File: config.mk
export PLATFORM = sky130hd
export DESIGN_NAME = xgmii_pktgen
export DESIGN_NICKNAME = d
export VERILOG_FILES = /design/src/hdl/pktgen_pkg.sv /design/src/hdl/field_sequencer.sv /design/src/hdl/frame_builder.sv /design/src/hdl/xgmii_encoder.sv /design/src/hdl/xgmii_pktgen.sv
export VERILOG_INCLUDE_DIRS = /design/src /design/src/hdl
export SDC_FILE = /design/constraint.sdc
export NUM_CORES = 2
export LEC_CHECK = 0
export ABC_AREA = 1
export BUFFER_PORTS_ARGS = -buffer_cell sky130_fd_sc_hd__buf_2
export CAP_MARGIN = 20
export CORE_UTILIZATION = 28
export CTS_CLUSTER_DIAMETER = 120
export DETAILED_ROUTE_END_ITERATION = 10
export PLACE_DENSITY_LB_ADDON = 0.12
export SLEW_MARGIN = 30
export SYNTH_ARGS = -nofsm -noshare
export SYNTH_HDL_FRONTEND = slang
export SYNTH_SLANG_ARGS = --single-unit
File: constraint.sdc
create_clock -name Clk -period 15.1 [get_ports Clk]
set_input_delay 3.775 -clock Clk [delete_from_list [all_inputs] [get_ports Clk]]
set_output_delay 3.775 -clock Clk [all_outputs]
set_load 0.02 [all_outputs]
File: src/hdl/pktgen_macros.svh
// ********************
// widths, frame length limits and XGMII characters for the test-frame generator
// include wherever one of these constants is needed
// ********************
`ifndef PKTGEN_MACROS_SVH
`define PKTGEN_MACROS_SVH

// field and bus widths
`define PKT_DATA_W      64
`define PKT_CTRL_W      8
`define PKT_MOD_W       3
`define PKT_LEN_W       16
`define PKT_MAC_W       48
`define PKT_IP_W        32
`define PKT_PORT_W      16

// frame length range for the incrementing length mode
`define PKT_LEN_MIN     16'd64
`define PKT_LEN_MAX     16'd2048

// fixed header constants
`define PKT_TTL         8'd64
`define PKT_PROTO       8'd6
`define PKT_ETHERTYPE   16'h0800

// XGMII control and preamble bytes
`define XGMII_IDLE      8'h07
`define XGMII_START     8'hFB
`define XGMII_TERM      8'hFD
`define XGMII_PRE       8'h55
`define XGMII_SFD       8'hD5

`endif

File: src/hdl/pktgen_pkg.sv
// ********************
// types shared by the frame generator blocks and the top level
// ********************
`default_nettype none

`include "pktgen_macros.svh"

package pktgen_pkg;

    // per-field value source
    typedef enum logic {
        MODE_FIXED = 1'b0,
        MODE_INC   = 1'b1
    } field_mode_t;

    // frame builder FSM
    typedef enum logic [2:0] {
        ST_IDLE,
        ST_SOP,
        ST_HDR,
        ST_VAL,
        ST_GAP
    } builder_state_t;

    // static generator configuration, base values then modes
    typedef struct packed {
        logic [`PKT_LEN_W-1:0]  len;
        logic [`PKT_MAC_W-1:0]  dmac;
        logic [`PKT_MAC_W-1:0]  smac;
        logic [`PKT_IP_W-1:0]   dip;
        logic [`PKT_IP_W-1:0]   sip;
        logic [`PKT_PORT_W-1:0] dp;
        logic [`PKT_PORT_W-1:0] sp;
        field_mode_t            len_mode;
        field_mode_t            dmac_mode;
        field_mode_t            smac_mode;
        field_mode_t            dip_mode;
        field_mode_t            sip_mode;
        field_mode_t            dp_mode;
        field_mode_t            sp_mode;
    } gen_cfg_t;

    // resolved header of one frame
    typedef struct packed {
        logic [`PKT_LEN_W-1:0]  len;
        logic [`PKT_MAC_W-1:0]  dmac;
        logic [`PKT_MAC_W-1:0]  smac;
        logic [`PKT_IP_W-1:0]   dip;
        logic [`PKT_IP_W-1:0]   sip;
        logic [`PKT_PORT_W-1:0] dp;
        logic [`PKT_PORT_W-1:0] sp;
    } frame_hdr_t;

    // one word of the frame stream, first wire byte in data[63:56]
    typedef struct packed {
        logic                   valid;
        logic                   sof;
        logic                   eof;
        logic [`PKT_DATA_W-1:0] data;
        // valid bytes in the eof word, 0 means 8
        logic [`PKT_MOD_W-1:0]  mod;
    } frame_word_t;

    // XGMII transmit, lane 0 in txd[7:0]
    typedef struct packed {
        logic [`PKT_DATA_W-1:0] txd;
        logic [`PKT_CTRL_W-1:0] txc;
    } xgmii_t;

endpackage

`default_nettype wire

File: src/hdl/field_sequencer.sv
// ********************
// turns the static configuration into the header of the next frame
// each field is either its base value or base plus the frame index
// ********************
`timescale 1ns/1ns
`default_nettype none

`include "pktgen_macros.svh"

module field_sequencer (
    input  wire logic                 Clk,
    input  wire logic                 Reset,
    input  wire logic                 gen_en,
    input  wire pktgen_pkg::gen_cfg_t cfg,
    input  wire logic                 frame_start,
    output pktgen_pkg::frame_hdr_t    hdr
);

    import pktgen_pkg::*;

    // frame index since gen_en rose
    logic [31:0]           frame_idx;
    // length for the incrementing mode, wraps inside the legal range
    logic [`PKT_LEN_W-1:0] len_inc;
    frame_hdr_t            hdr_nxt;

    // base or base plus index, caller truncates to the field width
    function automatic logic [`PKT_MAC_W-1:0] resolve(
        input field_mode_t           mode,
        input logic [`PKT_MAC_W-1:0] base,
        input logic [31:0]           idx
    );
        logic [`PKT_MAC_W-1:0] value;
        if (mode == MODE_INC) begin
            value = base + {16'd0, idx};
        end else begin
            value = base;
        end
        return value;
    endfunction

    // ********************
    // frame index and incrementing length
    // ********************
    always_ff @(posedge Clk or posedge Reset) begin
        if (Reset) begin
            frame_idx <= '0;
            len_inc   <= `PKT_LEN_MIN;
        end else if (!gen_en) begin
            // restart the sequence from frame 0
            frame_idx <= '0;
            len_inc   <= `PKT_LEN_MIN;
        end else if (frame_start) begin
            frame_idx <= frame_idx + 32'd1;
            if (len_inc == `PKT_LEN_MAX) begin
                len_inc <= `PKT_LEN_MIN;
            end else begin
                len_inc <= len_inc + 16'd1;
            end
        end
    end

    // ********************
    // field resolution
    // ********************
    always_comb begin
        if (cfg.len_mode == MODE_INC) begin
            hdr_nxt.len = len_inc;
        end else begin
            hdr_nxt.len = cfg.len;
        end
        hdr_nxt.dmac = resolve(cfg.dmac_mode, cfg.dmac, frame_idx);
        hdr_nxt.smac = resolve(cfg.smac_mode, cfg.smac, frame_idx);
        hdr_nxt.dip  = `PKT_IP_W'(resolve(cfg.dip_mode, {16'd0, cfg.dip}, frame_idx));
        hdr_nxt.sip  = `PKT_IP_W'(resolve(cfg.sip_mode, {16'd0, cfg.sip}, frame_idx));
        hdr_nxt.dp   = `PKT_PORT_W'(resolve(cfg.dp_mode, {32'd0, cfg.dp}, frame_idx));
        hdr_nxt.sp   = `PKT_PORT_W'(resolve(cfg.sp_mode, {32'd0, cfg.sp}, frame_idx));
    end

    // registered next-frame header, the builder copies it on frame_start
    always_ff @(posedge Clk) begin
        hdr <= hdr_nxt;
    end

endmodule

`default_nettype wire

File: src/hdl/frame_builder.sv
// ********************
// lays out each frame as 64-bit words with sof/eof/mod, counts frames
// against gen_num and times the idle gap between frames
// ********************
`timescale 1ns/1ns
`default_nettype none

`include "pktgen_macros.svh"

module frame_builder (
    input  wire logic                   Clk,
    input  wire logic                   Reset,
    input  wire logic                   gen_en,
    input  wire logic [31:0]            gen_num,
    input  wire logic [15:0]            idle_len,
    input  wire pktgen_pkg::frame_hdr_t hdr,
    output logic                        frame_start,
    output pktgen_pkg::frame_word_t     fw,
    output logic                        tx_done
);

    import pktgen_pkg::*;

    builder_state_t         state;
    // header and number of the frame in flight
    frame_hdr_t             hdr_q;
    logic [31:0]            frame_no;
    logic [31:0]            frame_cnt;
    logic [15:0]            word_idx;
    logic [15:0]            last_idx;
    logic [16:0]            gap_cnt;
    logic [16:0]            gap_end;
    logic                   start_ok;
    logic [`PKT_DATA_W-1:0] word_data;

    // gen_num of zero runs without limit
    assign start_ok    = gen_en && ((gen_num == 32'd0) || (frame_cnt < gen_num));
    assign frame_start = (state == ST_IDLE) && start_ok;
    assign tx_done     = (state == ST_IDLE) && !start_ok;

    // ceil(len/8) words, index of the last one
    assign last_idx = {3'b000, hdr_q.len[15:3]} + {15'd0, |hdr_q.len[2:0]} - 16'd1;
    assign gap_end  = {1'b0, idle_len} + 17'd1;

    always_ff @(posedge Clk) begin
        if (frame_start) begin
            hdr_q    <= hdr;
            frame_no <= frame_cnt;
        end
    end

    // ********************
    // word layout
    // ********************
    always_comb begin
        case (word_idx)
            16'd1: word_data = {hdr_q.smac[31:0], `PKT_ETHERTYPE, 8'h45, 8'h00};
            // total length, id, flags 2 / offset 0, ttl, protocol
            16'd2: word_data = {hdr_q.len - 16'd18, 16'h0000, 3'b010, 13'd0,
                                `PKT_TTL, `PKT_PROTO};
            // header checksum is sent as zero
            16'd3: word_data = {16'h0000, hdr_q.sip, hdr_q.dip[31:16]};
            16'd4: word_data = {hdr_q.dip[15:0], hdr_q.sp, hdr_q.dp, word_idx};
            // counting payload
            default: word_data = {frame_no, 16'd0, word_idx};
        endcase
    end

    // ********************
    // FSM
    // ********************
    always_ff @(posedge Clk or posedge Reset) begin
        if (Reset) begin
            state     <= ST_IDLE;
            fw        <= '0;
            word_idx  <= '0;
            gap_cnt   <= '0;
            frame_cnt <= '0;
        end else begin
            fw.valid <= 1'b0;
            fw.sof   <= 1'b0;
            fw.eof   <= 1'b0;
            fw.mod   <= '0;
            if (!gen_en) begin
                frame_cnt <= '0;
            end
            case (state)
                ST_IDLE: begin
                    if (start_ok) begin
                        // word 0 straight from the sequencer header
                        fw.valid  <= 1'b1;
                        fw.sof    <= 1'b1;
                        fw.data   <= {hdr.dmac, hdr.smac[47:32]};
                        word_idx  <= 16'd1;
                        frame_cnt <= frame_cnt + 32'd1;
                        state     <= ST_SOP;
                    end
                end
                ST_SOP: begin
                    fw.valid <= 1'b1;
                    fw.data  <= word_data;
                    word_idx <= word_idx + 16'd1;
                    state    <= ST_HDR;
                end
                ST_HDR: begin
                    fw.valid <= 1'b1;
                    fw.data  <= word_data;
                    word_idx <= word_idx + 16'd1;
                    if (word_idx == 16'd4) begin
                        state <= ST_VAL;
                    end
                end
                ST_VAL: begin
                    fw.valid <= 1'b1;
                    fw.data  <= word_data;
                    if (word_idx == last_idx) begin
                        fw.eof  <= 1'b1;
                        fw.mod  <= hdr_q.len[2:0];
                        gap_cnt <= '0;
                        state   <= ST_GAP;
                    end else begin
                        word_idx <= word_idx + 16'd1;
                    end
                end
                ST_GAP: begin
                    // first gap cycle still shows the eof word
                    if (gap_cnt == gap_end) begin
                        state <= ST_IDLE;
                    end else begin
                        gap_cnt <= gap_cnt + 17'd1;
                    end
                end
                default: begin
                    state <= ST_IDLE;
                end
            endcase
        end
    end

endmodule

`default_nettype wire

File: src/hdl/xgmii_encoder.sv
// ********************
// XGMII transmit side: start/preamble word, byte to lane mapping,
// terminate and idle characters. Data leaves two cycles after arrival.
// ********************
`timescale 1ns/1ns
`default_nettype none

`include "pktgen_macros.svh"

module xgmii_encoder (
    input  wire logic                    Clk,
    input  wire logic                    Reset,
    input  wire pktgen_pkg::frame_word_t fw,
    output pktgen_pkg::xgmii_t           xgmii
);

    import pktgen_pkg::*;

    // one word delay so the start word can go out first
    frame_word_t            d1;
    // eof with mod 0 needs its own terminate word
    logic                   term_pend;
    logic [`PKT_DATA_W-1:0] lane_data;
    logic [`PKT_CTRL_W-1:0] lane_ctrl;

    // ********************
    // lane mapping
    // ********************
    always_comb begin
        lane_ctrl = '0;
        // first wire byte goes to lane 0
        for (int j = 0; j < 8; j++) begin
            lane_data[8*j +: 8] = d1.data[63-8*j -: 8];
        end
        if (d1.eof && (d1.mod != 3'd0)) begin
            lane_ctrl = 8'hFF << d1.mod;
            for (int j = 0; j < 8; j++) begin
                if (j == int'(d1.mod)) begin
                    lane_data[8*j +: 8] = `XGMII_TERM;
                end else if (j > int'(d1.mod)) begin
                    lane_data[8*j +: 8] = `XGMII_IDLE;
                end
            end
        end
    end

    // ********************
    // output register
    // ********************
    always_ff @(posedge Clk or posedge Reset) begin
        if (Reset) begin
            d1        <= '0;
            term_pend <= 1'b0;
            xgmii.txd <= {8{`XGMII_IDLE}};
            xgmii.txc <= 8'hFF;
        end else begin
            d1        <= fw;
            term_pend <= d1.valid && d1.eof && (d1.mod == 3'd0);
            if (d1.valid) begin
                xgmii.txd <= lane_data;
                xgmii.txc <= lane_ctrl;
            end else if (fw.valid && fw.sof) begin
                // start in lane 0, preamble, SFD in lane 7
                xgmii.txd <= {`XGMII_SFD, {6{`XGMII_PRE}}, `XGMII_START};
                xgmii.txc <= 8'h01;
            end else if (term_pend) begin
                xgmii.txd <= {{7{`XGMII_IDLE}}, `XGMII_TERM};
                xgmii.txc <= 8'hFF;
            end else begin
                xgmii.txd <= {8{`XGMII_IDLE}};
                xgmii.txc <= 8'hFF;
            end
        end
    end

endmodule

`default_nettype wire

File: src/hdl/xgmii_pktgen.sv
// ********************
// top level of the Ethernet/IPv4 test-frame generator
// config in, XGMII transmit out, tx_done high when no frame is pending
// ********************
`timescale 1ns/1ns
`default_nettype none

module xgmii_pktgen (
    input  wire logic                 Clk,
    input  wire logic                 Reset,
    input  wire logic                 gen_en,
    input  wire logic [31:0]          gen_num,
    input  wire logic [15:0]          idle_len,
    input  wire pktgen_pkg::gen_cfg_t cfg,
    output wire pktgen_pkg::xgmii_t   xgmii,
    output wire logic                 tx_done
);

    import pktgen_pkg::*;

    frame_hdr_t  hdr;
    frame_word_t fw;
    logic        frame_start;

    // next-frame header values
    field_sequencer u_field_sequencer (
        .Clk         (Clk),
        .Reset       (Reset),
        .gen_en      (gen_en),
        .cfg         (cfg),
        .frame_start (frame_start),
        .hdr         (hdr)
    );

    // frame word stream
    frame_builder u_frame_builder (
        .Clk         (Clk),
        .Reset       (Reset),
        .gen_en      (gen_en),
        .gen_num     (gen_num),
        .idle_len    (idle_len),
        .hdr         (hdr),
        .frame_start (frame_start),
        .fw          (fw),
        .tx_done     (tx_done)
    );

    // XGMII output
    xgmii_encoder u_xgmii_encoder (
        .Clk   (Clk),
        .Reset (Reset),
        .fw    (fw),
        .xgmii (xgmii)
    );

endmodule

`default_nettype wire

==> reports/summary.log <==
INFO  drt            detailedRoute.firstPassIterationCount=5
INFO  placed_design  pre_cts_ws=5.03ns
INFO  cts            clkLatencyLatePin=0.73ns
INFO  cts            cts_buffers=86
INFO  logic_synthesis synth_seq_cells=712
INFO  flow_run       max_cap_viol_count=0
INFO  logic_synthesis avgSynthCellArea=7.88um^2
INFO  floorplan      dieHeight=378um
INFO  timing         drv_slew=0
INFO  timing         tightest_pin_transition=0.993ns
INFO  setup_path     cp_cell_sequence=buf_2 -> inv_1 -> ha_1 -> nand2_1 -> nor2_1 -> nand4_1 -> nor4_1 -> nand2_1 -> nand2_1 -> nand2_1 -> nand2_1 -> nand2_1 -> inv_1 -> buf_2
INFO  timing         slew_headroom=33.8%
INFO  global_routing pin_count_of_the_biggest_net_entering_global_routing=135
INFO  pwr            total_leakage_power=21.2nW
INFO  placed_design  placement.cell_area=43400um^2
INFO  floorplan      die_w=378um
INFO  timing         min_period_over_period=66.3%
INFO  floorplan      core_area=140000um^2
INFO  cts            cts_tree=done
INFO  logic_synthesis yosys_most_used_dff=dfrtp_1
INFO  setup_path     timing.critical_path.fanout_max=15
INFO  cts            post_cts_buffers=0
INFO  drt            drt_iter0_markers=2768
INFO  floorplan      initial_core_utilization=28.3%
INFO  drt            via_per_inst=4.80
INFO  cells_and_area post_layout_nonfiller_instances=7326
INFO  cells_and_area most_used_cells_in_the_layout_excluding_fill_and_tap_cells=nand2_1 (1399), inv_1 (472), nor2_1 (448), buf_2 (338), o21ai_0 (301)
INFO  logic_synthesis synthDistinctLibCells=52
INFO  setup_path     cp.required=11.32ns
INFO  setup_path     cp.arrival=6.23ns
INFO  logic_synthesis post_synth_edffs=176
INFO  placed_design  post-dp-hpwl=123000um
INFO  logic_synthesis post_synth_inst_count=5018
INFO  timing         hold_violations=0
INFO  cts            cts_buffer_depth=3
INFO  placed_design  gp_congestion=0.927
INFO  floorplan      ios=339
INFO  setup_path     endpoint_kind=primary output
INFO  cts            cts_resized=0
INFO  placed_design  placed_cells=7157
INFO  setup_path     timing.critical_path.slowest_stage_cell=nand2_1
INFO  floorplan      floorplan.die_area=143000um^2
INFO  status         run_status=complete, no violations
INFO  pwr            total_power_per_unit_cell_area=138nW/um^2
INFO  setup_path     crit_buf_inv=4
INFO  hold_path      holdCritPathClass=flip-flop to flip-flop
INFO  drt            wl_per_cell=21.5um
INFO  drt            totalWireLength=157000um
INFO  logic_synthesis seq_total_area_yosys=44.7%
INFO  pwr            total_power=0.00642W
INFO  drt            dr_total_vias=35200
INFO  setup_path     worst_path_largest_cell_delay=0.37ns
INFO  setup_path     critPathTopFamily=simple AND/OR/NAND/NOR gates
INFO  cts            cts_max_level=3
INFO  drt            antenna_violating_nets_post_route=0
INFO  cts            cts_num_sinks=712
INFO  pwr            vdd_ir_drop_max=96.3uV
INFO  global_routing grt_antenna_before_repair=35
INFO  cells_and_area synthToLayoutAreaGrowth=17.3%
INFO  global_routing first_global_vias=33700
INFO  placed_design  port_buffers=338
INFO  setup_path     critPathMostFrequentCell=nand2_1
INFO  cts            cts.clk_slew.worst_paths=0.06ns
INFO  timing         finalSetupViolations=0
INFO  cts            buffer_cell_driving_the_clock_tree_root=clkbuf_16
INFO  global_routing grt_first_pass_wirelength=228000um
INFO  timing         peak_clock_frequency_supported_by_timing=99.9MHz
INFO  setup_path     path_type_of_the_worst_setup_path=primary input to primary output
INFO  cells_and_area layout.cell_area.non_filler=46400um^2
INFO  global_routing groute.usage.overall=21.8%
INFO  logic_synthesis synth_async_sr_flop_share=46.1%
INFO  logic_synthesis syn-cell-area=39600um^2
INFO  timing         timing.setup.tns=0ns
INFO  timing         fin_worst_skew=0.0554ns
INFO  cts            cts-hold-fix-buffers=0
INFO  logic_synthesis synthesis.yosys.warnings=0
INFO  global_routing grt_overflow=0
INFO  floorplan      fp-row-count=137
INFO  logic_synthesis postSynthNetCount=5491
INFO  cells_and_area finish.net_count=5843
INFO  timing         grt_setup_unrepaired=no
INFO  cells_and_area most_common_library_cell_in_the_layout_ignoring_fill_and_taps=nand2_1
INFO  timing         period_minus_slack=10.01ns
INFO  cells_and_area drive_above_1_share=12.2%
INFO  drt            remaining_drc_errors=0
INFO  setup_path     worst_setup_path_start_kind=primary input
INFO  timing         final.setup.worst_slack=5.09ns
[kinds of logic after synthesis]
family / after synthesis / synth area share [%]
and+or+nand+nor: 2479 / 26.6
adders and majority gates: 207 / 6.66
xor gates and xnor gates: 201 / 4.45
buffers and inverters: 617 / 6.03
DFF: 712 / 44.7
AOI/OAI and AO/OA: 802 / 11.5
[sequential cells by signal (all words and copies together), names as in the netlist, 17 cells and up]
name / flops
u_frame_builder.hdr_q: 144
u_frame_builder.gap_cnt: 17
u_xgmii_encoder.xgmii: 72
u_frame_builder.frame_cnt: 32
u_frame_builder.frame_no: 32
u_field_sequencer.frame_idx: 32
u_field_sequencer.hdr: 208
u_frame_builder.fw: 70
u_xgmii_encoder.d1: 69
[path summary, 6_finish.rpt]
kind | from | slack, ns | end | cells after the start
hold reg to reg | u_frame_builder.fw[67] | 0.35 | u_xgmii_encoder.d1[67] | 0
min in group asynchronous | Reset | 3.19 | u_xgmii_encoder.xgmii[13] | 2
max in group asynchronous | Reset | 10.44 | u_field_sequencer.frame_idx[11] | 3
hold / removal | u_frame_builder.fw[67] | 0.35 | u_xgmii_encoder.d1[67] | 0
setup / recovery | gen_num[31] | 5.09 | tx_done | 14
setup reg to reg | u_frame_builder.frame_cnt[25] | 10.09 | u_frame_builder.word_idx[14] | 19
[area by class of cell]
class                      count  area [um^2]
timing repair buffer         382         2050
fill                       15100        93500
inverter                     499         1890
clock buffer                 120         2400
antenna                        6         15.0
multi-input combinational   3689        19500
clock inverter                42          534
sequential                   712        17700
tap                         1876         2350
[where the power goes]
group | internal, W | leakage, nW | total (W) | switching, W
Combinational | 0.000445 | 12.2 | 0.00172 | 0.00128
Clock | 0.00121 | 1.42 | 0.00210 | 0.000899
Sequential | 0.00239 | 7.58 | 0.00259 | 0.000198
[cells in the mapped netlist (all sizes together), types with 39 or more instances]
cell type | instances | area [um^2]
xor2 | 128 | 1120
a21oi | 265 | 1330
nor3 | 105 | 531
o21ai | 304 | 1520
dfrtp | 295 | 7380
nor2 | 462 | 1790
xnor2 | 73 | 639
nand4 | 74 | 463
nand2 | 1409 | 5310
nand3 | 319 | 1730
or2 | 39 | 244
edfxtp | 176 | 5290
a31oi | 61 | 382
ha | 201 | 2510
dfxtp | 208 | 4160
nor4 | 46 | 288
inv | 487 | 1830
clkbuf | 88 | 330
[routing by layer]
layer	wire (um)	global-route usage, %	vias up	share of wire, %
met5	93	0	-	0.059
met1	77200	31.9	16600	49
met2	68100	33.5	938	43
met3	8900	3.00	152	5.7
li1	-	-	17500	-
met4	3160	5.38	18	2.0
[through the flow]
step	utilization [%]	hold slack (ns)
2_1_floorplan	-	0.331
3_3_place_gp	31.1	0.333
3_5_place_dp	31.1	0.336
4_1_cts	33.2	0.350
5_1_grt	33.2	0.357
6_report	33.2	0.348
[worst reg2reg max path, stage by stage (launching register included)]
cell	delay, ns
dfrtp_1	0.58
ha_1	0.32
nand2_1	0.07
inv_1	0.03
o21ai_0	0.14
nand2_1	0.07
nand2_1	0.06
o211ai_1	0.13
a21oi_1	0.20
nand2_1	0.07
nand2_1	0.42
nand2_1	0.32
nand2_1	0.21
nand2_2	0.06
buf_4	0.28
inv_2	0.45
buf_4	0.74
nand2_2	0.51
nand2_1	0.16
nand2_1	0.06
No activity file was read; power rests on OpenSTA's default activity.
